$ cat config.mk
export PLATFORM = sky130hd
export DESIGN_NAME = execStage
export DESIGN_NICKNAME = d
export VERILOG_FILES = /design/src/source/execPkg.sv /design/src/source/pipeReg.sv /design/src/source/aluCore.sv /design/src/source/forwardUnit.sv /design/src/source/execute.sv /design/src/source/execStage.sv
export VERILOG_INCLUDE_DIRS = /design/src /design/src/source
export SDC_FILE = /design/constraint.sdc
export NUM_CORES = 1
export LEC_CHECK = 0
export ABC_CLOCK_PERIOD_IN_PS = 16300
export CORE_MARGIN = 2
export CORE_UTILIZATION = 40
export DETAILED_ROUTE_END_ITERATION = 12
export DONT_BUFFER_PORTS = 1
export GPL_TIMING_DRIVEN = 0
export PLACE_DENSITY = 0.63
export SLEW_MARGIN = 15
export SYNTH_ARGS = -nofsm -noshare
export SYNTH_HDL_FRONTEND = slang
export SYNTH_SLANG_ARGS = --single-unit
$ cat constraint.sdc
create_clock -name clk -period 16.3 [get_ports clk]
set_clock_uncertainty 0.1 [all_clocks]
set_input_delay 2.445 -clock clk [delete_from_list [all_inputs] [get_ports clk]]
set_output_delay 2.445 -clock clk [all_outputs]
set_load 0.02 [all_outputs]
$ cat src/source/exec_defines.svh
// Execute stage widths

`ifndef EXEC_DEFINES_SVH
`define EXEC_DEFINES_SVH

// Datapath width of the processor
`define EXEC_DATA_W 16

// Register index width, eight registers
`define EXEC_REG_W 3

`endif

$ cat src/source/execPkg.sv
// Execute stage types

`include "exec_defines.svh"

package execPkg;

    // Branch compares share op[4:2] = 011, set ops share op[4:2] = 111
    typedef enum logic [4:0] {
        opAdd  = 5'b00000,
        opSub  = 5'b00001,
        opAnd  = 5'b00010,
        opOr   = 5'b00011,
        opXor  = 5'b00100,
        opSll  = 5'b01000,
        opSrl  = 5'b01001,
        opRol  = 5'b01010,
        opRor  = 5'b01011,
        opBeqz = 5'b01100,
        opBnez = 5'b01101,
        opBltz = 5'b01110,
        opBgez = 5'b01111,
        opSlbi = 5'b10010,
        opLbi  = 5'b11000,
        opBtr  = 5'b11001,
        opSeq  = 5'b11100,
        opSlt  = 5'b11101,
        opSle  = 5'b11110,
        opSco  = 5'b11111
    } opT;

    // Operand source selects, same order as the forwarding mux inputs
    typedef enum logic [1:0] {
        fwdNone      = 2'b00,
        fwdMemWbAlu  = 2'b01,
        fwdExMemAlu  = 2'b10,
        fwdMemWbLoad = 2'b11
    } fwdSelT;

    typedef enum logic [2:0] {
        aluSll = 3'b000,
        aluSrl = 3'b001,
        aluRol = 3'b010,
        aluRor = 3'b011,
        aluAdd = 3'b100,
        aluAnd = 3'b101,
        aluOr  = 3'b110,
        aluXor = 3'b111
    } aluFuncT;

    typedef struct packed {
        opT                      op;
        logic [`EXEC_DATA_W-1:0] srcA;
        logic [`EXEC_DATA_W-1:0] srcB;
        logic [`EXEC_DATA_W-1:0] imm;
        logic                    useImm;
        logic [`EXEC_REG_W-1:0]  rsA;
        logic [`EXEC_REG_W-1:0]  rsB;
        logic                    usesA;
        logic                    usesB;
        logic [`EXEC_REG_W-1:0]  dest;
        logic                    writesReg;
        logic                    isLoad;
    } idExT;

    typedef struct packed {
        logic [`EXEC_DATA_W-1:0] result;
        logic                    zero;
        logic                    ltz;
        logic                    err;
        logic [`EXEC_REG_W-1:0]  dest;
        logic                    writesReg;
        logic                    isLoad;
    } exMemT;

    typedef struct packed {
        logic [`EXEC_DATA_W-1:0] aluResult;
        logic [`EXEC_DATA_W-1:0] loadData;
        logic [`EXEC_REG_W-1:0]  dest;
        logic                    writesReg;
        logic                    isLoad;
    } memWbT;

endpackage

$ cat src/source/pipeReg.sv
// Pipeline register

module pipeReg #(
    parameter type payloadT = execPkg::exMemT
) (
    input  logic    clk,
    input  logic    arstN,
    input  logic    hold,
    input  logic    inValid,
    input  payloadT inData,
    output logic    outValid,
    output payloadT outData
);

    payloadT loadData;

    // A bubble keeps its fields but never writes a register
    always_comb begin
        loadData = inData;
        loadData.writesReg = inData.writesReg & inValid;
    end

    always_ff @(posedge clk or negedge arstN) begin
        if (!arstN) begin
            outValid <= 1'b0;
            outData  <= '0;
        end else if (!hold) begin
            outValid <= inValid;
            outData  <= loadData;
        end
    end

endmodule

$ cat src/source/aluCore.sv
// Execute stage ALU

`include "exec_defines.svh"

module aluCore (
    input  logic [`EXEC_DATA_W-1:0] inA,
    input  logic [`EXEC_DATA_W-1:0] inB,
    input  logic                    cIn,
    input  execPkg::aluFuncT        func,
    input  logic                    invA,
    input  logic                    invB,
    input  logic                    isSigned,
    output logic [`EXEC_DATA_W-1:0] out,
    output logic                    zero,
    output logic                    ltz,
    output logic                    ofl
);

    localparam int dataW = `EXEC_DATA_W;
    localparam int shW   = $clog2(dataW);

    logic [dataW-1:0]   opA;
    logic [dataW-1:0]   opB;
    logic [dataW-1:0]   sum;
    logic               cOut;
    logic               sOfl;
    logic [shW-1:0]     shAmt;
    logic [2*dataW-1:0] rotL;
    logic [2*dataW-1:0] rotR;

    assign opA = invA ? ~inA : inA;
    assign opB = invB ? ~inB : inB;

    assign {cOut, sum} = {1'b0, opA} + {1'b0, opB} + (dataW + 1)'(cIn);

    // Same operand signs but a different result sign
    assign sOfl = (opA[dataW-1] == opB[dataW-1]) && (sum[dataW-1] != opA[dataW-1]);

    // Shift amount from the low bits of B
    assign shAmt = opB[shW-1:0];
    assign rotL  = {opA, opA} << shAmt;
    assign rotR  = {opA, opA} >> shAmt;

    always_comb begin
        case (func)
            execPkg::aluSll: out = opA << shAmt;
            execPkg::aluSrl: out = opA >> shAmt;
            execPkg::aluRol: out = rotL[2*dataW-1:dataW];
            execPkg::aluRor: out = rotR[dataW-1:0];
            execPkg::aluAnd: out = opA & opB;
            execPkg::aluOr:  out = opA | opB;
            execPkg::aluXor: out = opA ^ opB;
            default:         out = sum;
        endcase
    end

    assign zero = ~|out;

    // Sign of the sum, corrected when it overflowed
    assign ltz = sum[dataW-1] ^ sOfl;

    assign ofl = isSigned ? sOfl : cOut;

endmodule

$ cat src/source/forwardUnit.sv
// Operand forwarding unit

`include "exec_defines.svh"

module forwardUnit (
    input  logic [`EXEC_REG_W-1:0] rsA,
    input  logic [`EXEC_REG_W-1:0] rsB,
    input  logic                   usesA,
    input  logic                   usesB,
    input  logic [`EXEC_REG_W-1:0] exMemDest,
    input  logic                   exMemWrites,
    input  logic                   exMemIsLoad,
    input  logic [`EXEC_REG_W-1:0] memWbDest,
    input  logic                   memWbWrites,
    input  logic                   memWbIsLoad,
    output execPkg::fwdSelT        fwdA,
    output execPkg::fwdSelT        fwdB
);

    // Youngest producer wins; a load still in EX/MEM has no data yet
    function automatic execPkg::fwdSelT pickSrc(
        input logic [`EXEC_REG_W-1:0] rs,
        input logic                   uses
    );
        execPkg::fwdSelT sel;
        sel = execPkg::fwdNone;
        if (uses) begin
            if (exMemWrites && !exMemIsLoad && (exMemDest == rs)) begin
                sel = execPkg::fwdExMemAlu;
            end else if (memWbWrites && (memWbDest == rs)) begin
                sel = memWbIsLoad ? execPkg::fwdMemWbLoad : execPkg::fwdMemWbAlu;
            end
        end
        return sel;
    endfunction

    always_comb begin
        fwdA = pickSrc(rsA, usesA);
        fwdB = pickSrc(rsB, usesB);
    end

endmodule

$ cat src/source/execute.sv
// Execute stage datapath

`include "exec_defines.svh"

module execute (
    input  execPkg::opT             op,
    input  logic [`EXEC_DATA_W-1:0] srcA,
    input  logic [`EXEC_DATA_W-1:0] srcB,
    input  logic [`EXEC_DATA_W-1:0] imm,
    input  logic                    useImm,
    input  execPkg::fwdSelT         fwdA,
    input  execPkg::fwdSelT         fwdB,
    input  logic [`EXEC_DATA_W-1:0] exMemResult,
    input  logic [`EXEC_DATA_W-1:0] memWbResult,
    input  logic [`EXEC_DATA_W-1:0] memWbLoad,
    output logic [`EXEC_DATA_W-1:0] result,
    output logic                    zero,
    output logic                    ltz,
    output logic                    err
);

    localparam int dataW = `EXEC_DATA_W;

    execPkg::aluFuncT aluFunc;
    logic             invA;
    logic             invB;
    logic             cIn;
    logic             isSigned;
    logic             isAddSub;
    logic             isBranch;
    logic             isSet;
    logic             isLbi;
    logic             isSlbi;
    logic             isBtr;
    logic [dataW-1:0] shapedA;
    logic [dataW-1:0] shapedB;
    logic [dataW-1:0] aluA;
    logic [dataW-1:0] aluB;
    logic [dataW-1:0] aluOut;
    logic             aluOfl;
    logic             setVal;
    logic [dataW-1:0] revA;

    function automatic logic [dataW-1:0] fwdMux(
        input execPkg::fwdSelT  sel,
        input logic [dataW-1:0] regVal
    );
        case (sel)
            execPkg::fwdMemWbAlu:  return memWbResult;
            execPkg::fwdExMemAlu:  return exMemResult;
            execPkg::fwdMemWbLoad: return memWbLoad;
            default:               return regVal;
        endcase
    endfunction

    // Op decode into ALU controls
    always_comb begin
        aluFunc  = execPkg::aluAdd;
        invA     = 1'b0;
        invB     = 1'b0;
        cIn      = 1'b0;
        isSigned = 1'b1;
        isAddSub = 1'b0;
        isBranch = 1'b0;
        isSet    = 1'b0;
        isLbi    = 1'b0;
        isSlbi   = 1'b0;
        isBtr    = 1'b0;
        case (op)
            execPkg::opAdd: isAddSub = 1'b1;
            // WISC subtract is B - A
            execPkg::opSub: begin
                invA     = 1'b1;
                cIn      = 1'b1;
                isAddSub = 1'b1;
            end
            execPkg::opAnd: aluFunc = execPkg::aluAnd;
            execPkg::opOr:  aluFunc = execPkg::aluOr;
            execPkg::opXor: aluFunc = execPkg::aluXor;
            execPkg::opSll: aluFunc = execPkg::aluSll;
            execPkg::opSrl: aluFunc = execPkg::aluSrl;
            execPkg::opRol: aluFunc = execPkg::aluRol;
            execPkg::opRor: aluFunc = execPkg::aluRor;
            execPkg::opBeqz, execPkg::opBnez, execPkg::opBltz, execPkg::opBgez: begin
                isBranch = 1'b1;
            end
            // Compare as A - B
            execPkg::opSeq, execPkg::opSlt, execPkg::opSle: begin
                invB  = 1'b1;
                cIn   = 1'b1;
                isSet = 1'b1;
            end
            execPkg::opSco: begin
                isSigned = 1'b0;
                isSet    = 1'b1;
            end
            execPkg::opLbi:  isLbi = 1'b1;
            execPkg::opSlbi: isSlbi = 1'b1;
            execPkg::opBtr:  isBtr = 1'b1;
            default: ;
        endcase
    end

    assign shapedA = isLbi ? '0 : (isSlbi ? (srcA << 8) : srcA);
    assign shapedB = isBranch ? '0 : (useImm ? imm : srcB);

    // Shaped operands are never replaced by forwarded values
    always_comb begin
        aluA = (isLbi || isSlbi) ? shapedA : fwdMux(fwdA, shapedA);
        aluB = (isBranch || useImm) ? shapedB : fwdMux(fwdB, shapedB);
    end

    aluCore aluCoreInst (
        .inA      (aluA),
        .inB      (aluB),
        .cIn      (cIn),
        .func     (aluFunc),
        .invA     (invA),
        .invB     (invB),
        .isSigned (isSigned),
        .out      (aluOut),
        .zero     (zero),
        .ltz      (ltz),
        .ofl      (aluOfl)
    );

    always_comb begin
        case (op)
            execPkg::opSeq: setVal = zero;
            execPkg::opSlt: setVal = ltz;
            execPkg::opSle: setVal = zero | ltz;
            default:        setVal = aluOfl;
        endcase
    end

    always_comb begin
        for (int i = 0; i < dataW; i++) begin
            revA[i] = aluA[dataW-1-i];
        end
    end

    assign result = isBtr ? revA : (isSet ? {{(dataW - 1){1'b0}}, setVal} : aluOut);

    assign err = aluOfl & isAddSub;

endmodule

$ cat src/source/execStage.sv
// Execute portion of the pipeline
// ID/EX, execute, EX/MEM and MEM/WB

`include "exec_defines.svh"

module execStage (
    input  logic                    clk,
    input  logic                    arstN,
    input  logic                    hold,
    input  logic                    inValid,
    input  execPkg::opT             inOp,
    input  logic [`EXEC_DATA_W-1:0] inSrcA,
    input  logic [`EXEC_DATA_W-1:0] inSrcB,
    input  logic [`EXEC_DATA_W-1:0] inImm,
    input  logic                    inUseImm,
    input  logic [`EXEC_REG_W-1:0]  inRsA,
    input  logic [`EXEC_REG_W-1:0]  inRsB,
    input  logic                    inUsesA,
    input  logic                    inUsesB,
    input  logic [`EXEC_REG_W-1:0]  inDest,
    input  logic                    inWrites,
    input  logic                    inIsLoad,
    input  logic [`EXEC_DATA_W-1:0] memRdData,
    output logic                    exValid,
    output logic [`EXEC_DATA_W-1:0] exResult,
    output logic                    exZero,
    output logic                    exLtz,
    output logic                    exErr,
    output logic [`EXEC_REG_W-1:0]  exDest,
    output logic                    exWrites,
    output logic                    exIsLoad,
    output logic                    wbValid,
    output logic [`EXEC_DATA_W-1:0] wbAluResult,
    output logic [`EXEC_DATA_W-1:0] wbLoadData,
    output logic [`EXEC_REG_W-1:0]  wbDest,
    output logic                    wbWrites,
    output logic                    wbIsLoad
);

    execPkg::idExT           idExD;
    execPkg::idExT           idExQ;
    logic                    idExValid;
    execPkg::exMemT          exMemD;
    execPkg::exMemT          exMemQ;
    execPkg::memWbT          memWbD;
    execPkg::memWbT          memWbQ;
    execPkg::fwdSelT         fwdA;
    execPkg::fwdSelT         fwdB;
    logic [`EXEC_DATA_W-1:0] exResultD;
    logic                    exZeroD;
    logic                    exLtzD;
    logic                    exErrD;

    assign idExD = '{
        op:        inOp,
        srcA:      inSrcA,
        srcB:      inSrcB,
        imm:       inImm,
        useImm:    inUseImm,
        rsA:       inRsA,
        rsB:       inRsB,
        usesA:     inUsesA,
        usesB:     inUsesB,
        dest:      inDest,
        writesReg: inWrites,
        isLoad:    inIsLoad
    };

    pipeReg #(.payloadT(execPkg::idExT)) idExReg (
        .clk      (clk),
        .arstN    (arstN),
        .hold     (hold),
        .inValid  (inValid),
        .inData   (idExD),
        .outValid (idExValid),
        .outData  (idExQ)
    );

    forwardUnit forwardUnitInst (
        .rsA         (idExQ.rsA),
        .rsB         (idExQ.rsB),
        .usesA       (idExQ.usesA),
        .usesB       (idExQ.usesB),
        .exMemDest   (exMemQ.dest),
        .exMemWrites (exMemQ.writesReg),
        .exMemIsLoad (exMemQ.isLoad),
        .memWbDest   (memWbQ.dest),
        .memWbWrites (memWbQ.writesReg),
        .memWbIsLoad (memWbQ.isLoad),
        .fwdA        (fwdA),
        .fwdB        (fwdB)
    );

    execute executeInst (
        .op          (idExQ.op),
        .srcA        (idExQ.srcA),
        .srcB        (idExQ.srcB),
        .imm         (idExQ.imm),
        .useImm      (idExQ.useImm),
        .fwdA        (fwdA),
        .fwdB        (fwdB),
        .exMemResult (exMemQ.result),
        .memWbResult (memWbQ.aluResult),
        .memWbLoad   (memWbQ.loadData),
        .result      (exResultD),
        .zero        (exZeroD),
        .ltz         (exLtzD),
        .err         (exErrD)
    );

    assign exMemD = '{
        result:    exResultD,
        zero:      exZeroD,
        ltz:       exLtzD,
        err:       exErrD,
        dest:      idExQ.dest,
        writesReg: idExQ.writesReg,
        isLoad:    idExQ.isLoad
    };

    pipeReg #(.payloadT(execPkg::exMemT)) exMemReg (
        .clk      (clk),
        .arstN    (arstN),
        .hold     (hold),
        .inValid  (idExValid),
        .inData   (exMemD),
        .outValid (exValid),
        .outData  (exMemQ)
    );

    // Memory read data joins the EX/MEM fields on the same edge
    assign memWbD = '{
        aluResult: exMemQ.result,
        loadData:  memRdData,
        dest:      exMemQ.dest,
        writesReg: exMemQ.writesReg,
        isLoad:    exMemQ.isLoad
    };

    pipeReg #(.payloadT(execPkg::memWbT)) memWbReg (
        .clk      (clk),
        .arstN    (arstN),
        .hold     (hold),
        .inValid  (exValid),
        .inData   (memWbD),
        .outValid (wbValid),
        .outData  (memWbQ)
    );

    assign exResult    = exMemQ.result;
    assign exZero      = exMemQ.zero;
    assign exLtz       = exMemQ.ltz;
    assign exErr       = exMemQ.err;
    assign exDest      = exMemQ.dest;
    assign exWrites    = exMemQ.writesReg;
    assign exIsLoad    = exMemQ.isLoad;

    assign wbAluResult = memWbQ.aluResult;
    assign wbLoadData  = memWbQ.loadData;
    assign wbDest      = memWbQ.dest;
    assign wbWrites    = memWbQ.writesReg;
    assign wbIsLoad    = memWbQ.isLoad;

endmodule

==> summary.txt <==
Synth
  • Ys async rst share: 100%
  • Synth area leader: dfrtp_1
  • Post-synth top area share: 30.1%
  • Syn nets: around 1,300
  • Synth top area cells: dfrtp_1, mux2_2, mux2i_1, ha_1, o21ai_0
  • Sequential share of the synthesized area: between 30% and 40%
  • Top post-synthesis cells by count: mux2_2, dfrtp_1, nand2_1, o21ai_0, nor2_1
  • Yosys reg bits: 131
  • Mapped Cells: 1,201
  • Dominant cell by count in the synthesized netlist: mux2_2
  • Post-synthesis area per instance: 9.07 sq um
  • Cell Area, Synth: 10,900 sq um
  • YS warnings: 0
  • EDFF count, synth: 0
  • Cell variety after synth: 96
  • Primary FF master, synth: dfrtp_1

Global route
  • Vias in the first global route: 9,884
  • Largest net degree at the start of global routing: ~130
  • All-Layer GR Usage: 29.8%
  • Grt ovf: 0
  • Initial antenna violation count: 2
  • First-pass GRT wire length: approximately 63,000 um

Placement
  • DP Worst Slack: between 8 and 9 ns
  • GP Congestion: 1.03
  • Post-detail-place hpwl: 34,100 um
  • Port Buffers: 0

Timing
  • Setup TNS: 0 ns
  • Unrepaired setup endpoints after global routing: no
  • Tmin final: around 8.3 ns
  • Final Hold Viols: 0
  • Fin worst setup slack: 8.05 ns
  • Final setup fails: 0
  • Fin crit share: about half
  • Slew @ Worst Pin: 0.974 ns
  • Max Slew Vio Count: 0
  • Slew headroom: about a third
  • FMAX: between 100 and 150 MHz

Drt
  • DRT Pass-1 Iters: 6
  • Final ANT Viol Nets: 0
  • Vias per inst: 6.54
  • WL final: 42,900 um
  • WL per Instance: 27.2 um
  • Initial drt markers: 1,225
  • Remaining DRCs: 0
  • Via count: 10,300

Setup path
  • Launch point of the worst path: memWbReg.outData[0]
  • Worst-path cell with the longest stage delay: o211ai_1
  • Critical path's most frequent cell: o21ai_0
  • Critical Path AT: 8.49 ns
  • Worst path max stage delay: 0.61 ns
  • Critical Path RT: 16.53 ns
  • Worst setup EP type: register
  • WS Path Type: register to register
  • Startpoint Class: register
  • R2R Path Start: memWbReg.outData[0]
  • Max FO, Critical Path: 10

CTS
  • CTS resizes: 0
  • CTS tree: built
  • Clk Latency, worst-skew pair: around 0.43 ns
  • Worst-path clk slew: around 0.060 ns
  • Maximum buffer depth of the clock tree: 2
  • Root buffer cell: clkbuf_16
  • Post-CTS setup buffers: 0
  • TritonCTS Sinks: about 130
  • Htree depth: 4
  • CTS Hold Buffers Added: 0
  • CTS Buf Count: 17

Die
  • Placeable core region: 26,900 sq um
  • Die Ht: 169 um
  • Starting Density: 40.5%
  • FP Rows: 60
  • Floorplan die width: between 150 and 200 um
  • Die area: 28,600 sq um
  • # IOs: 150

Layout
  • Nets: 1,343
  • Layout cell share with drive strength beyond 1: 20.7%
  • Fin util: ~44%
  • Layout area overhead: 9.14%

Power and ir drop
  • Power Dens Cells: 134 nW/um^2
  • Max VDD drop: 0.0954 mV
  • Leak pwr: 4.85 nW

Min path
  • Hold Path Origin: idExReg.outData[1]
  • Hold Path Class: register to register

Outcome
  • Status: finished, final reports clean

Job
  • Max Cap Viol: 0
-- power by group --
group	internal, mW	total (mW)	switching [mW]
combinational	0.270	0.740	0.470
clock	0.202	0.359	0.157
sequential	0.386	0.495	0.109
total	0.858	1.59	0.736
-- layout by cell type (no fill, tap or decap), types with 8 or more instances in the layout --
cell type,n
a2bb2oi_1,9
o21ai_0,75
xor2_1,15
o211ai_1,21
a21oi_1,61
a221o_1,12
mux2_2,137
buf_1,9
ha_1,33
nor2_1,74
nand4_1,9
a31oi_1,8
buf_2,18
a22oi_1,31
mux2i_1,46
inv_1,41
a221oi_1,10
o22ai_1,15
xnor2_1,22
nand3_1,38
nand2_1,99
clkbuf_16,17
nor3_1,23
a21o_1,10
clkbuf_1,45
buf_4,22
a32oi_1,12
dfrtp_1,131
a211oi_1,13
-- per-layer routing --
layer  global-route usage, %  up-vias  routed length [um]
met2                    44.4      607               18500
met5                       0        -                  13
li1                        -     4536                   -
met3                    7.20       92                4430
met1                    41.4     5060               18300
met4                    12.5        2                1630
-- flip-flops by register name, indices dropped and copies added (netlist names) --
signal             flops
exMemReg.outData      24
memWbReg.outData      37
memWbReg.outValid      1
idExReg.outValid       1
exMemReg.outValid      1
idExReg.outData       67
-- final cells by class --
type | instances | area (sq um)
diodes | 1 | 2.50
plain buffers | 96 | 480
clock buffers | 18 | 439
clock inverters | 14 | 116
fillers | 2685 | 15000
inverters | 47 | 181
multi-input cells | 927 | 6970
flip-flops and latches | 131 | 3280
well taps | 341 | 427
-- worst paths after layout --
kind | to | slack (ns) | depth (start not counted)
hold / removal | idExReg.outData[1] | 0.39 | 2
setup reg to reg | exMemReg.outData[8] | 8.05 | 29
setup / recovery | exMemReg.outData[8] | 8.05 | 29
min in group asynchronous | memWbReg.outData[2] | 1.61 | 0
max in group asynchronous | idExReg.outData[63] | 14.33 | 0
hold reg to reg | idExReg.outData[1] | 0.39 | 2
-- through the flow --
step                      area (sq um)  instances  hold WS, ns  total power [mW]
after CTS                        11900       1574        0.391              1.58
after global placement           11300       1542        0.370              1.21
after global routing             11900       1575        0.419              1.66
after floorplan                  10900       1201        0.350             0.981
after detailed placement         11300       1542        0.378              1.21
final                            11900       1575        0.388              1.59
-- critical path, delay by kind of cell (launching register included) --
kind,cells,cell delay [ns]
AOI/OAI and AO/OA,15,3.48
adders and majority gates,2,0.85
buffers and inverters,6,2.32
xor gates and xnor gates,1,0.19
muxes,2,0.24
DFF,1,0.47
and+or+nand+nor,3,0.47
-- cell families (layout without fill, tap and decap cells) --
logic type	Yosys count	count (layout)	share of synthesized area, %
XOR/XNOR	39	39	3.20
AO/OA/AOI/OAI	354	354	23.1
adder cells (fa/ha/maj)	36	36	4.34
flip-flops	131	131	30.1
multiplexers	188	188	19.0
AND/OR/NAND/NOR	310	310	14.2
other	0	1	0
buffers and inverters	143	175	6.07
Power figures use the tool's default switching activity.
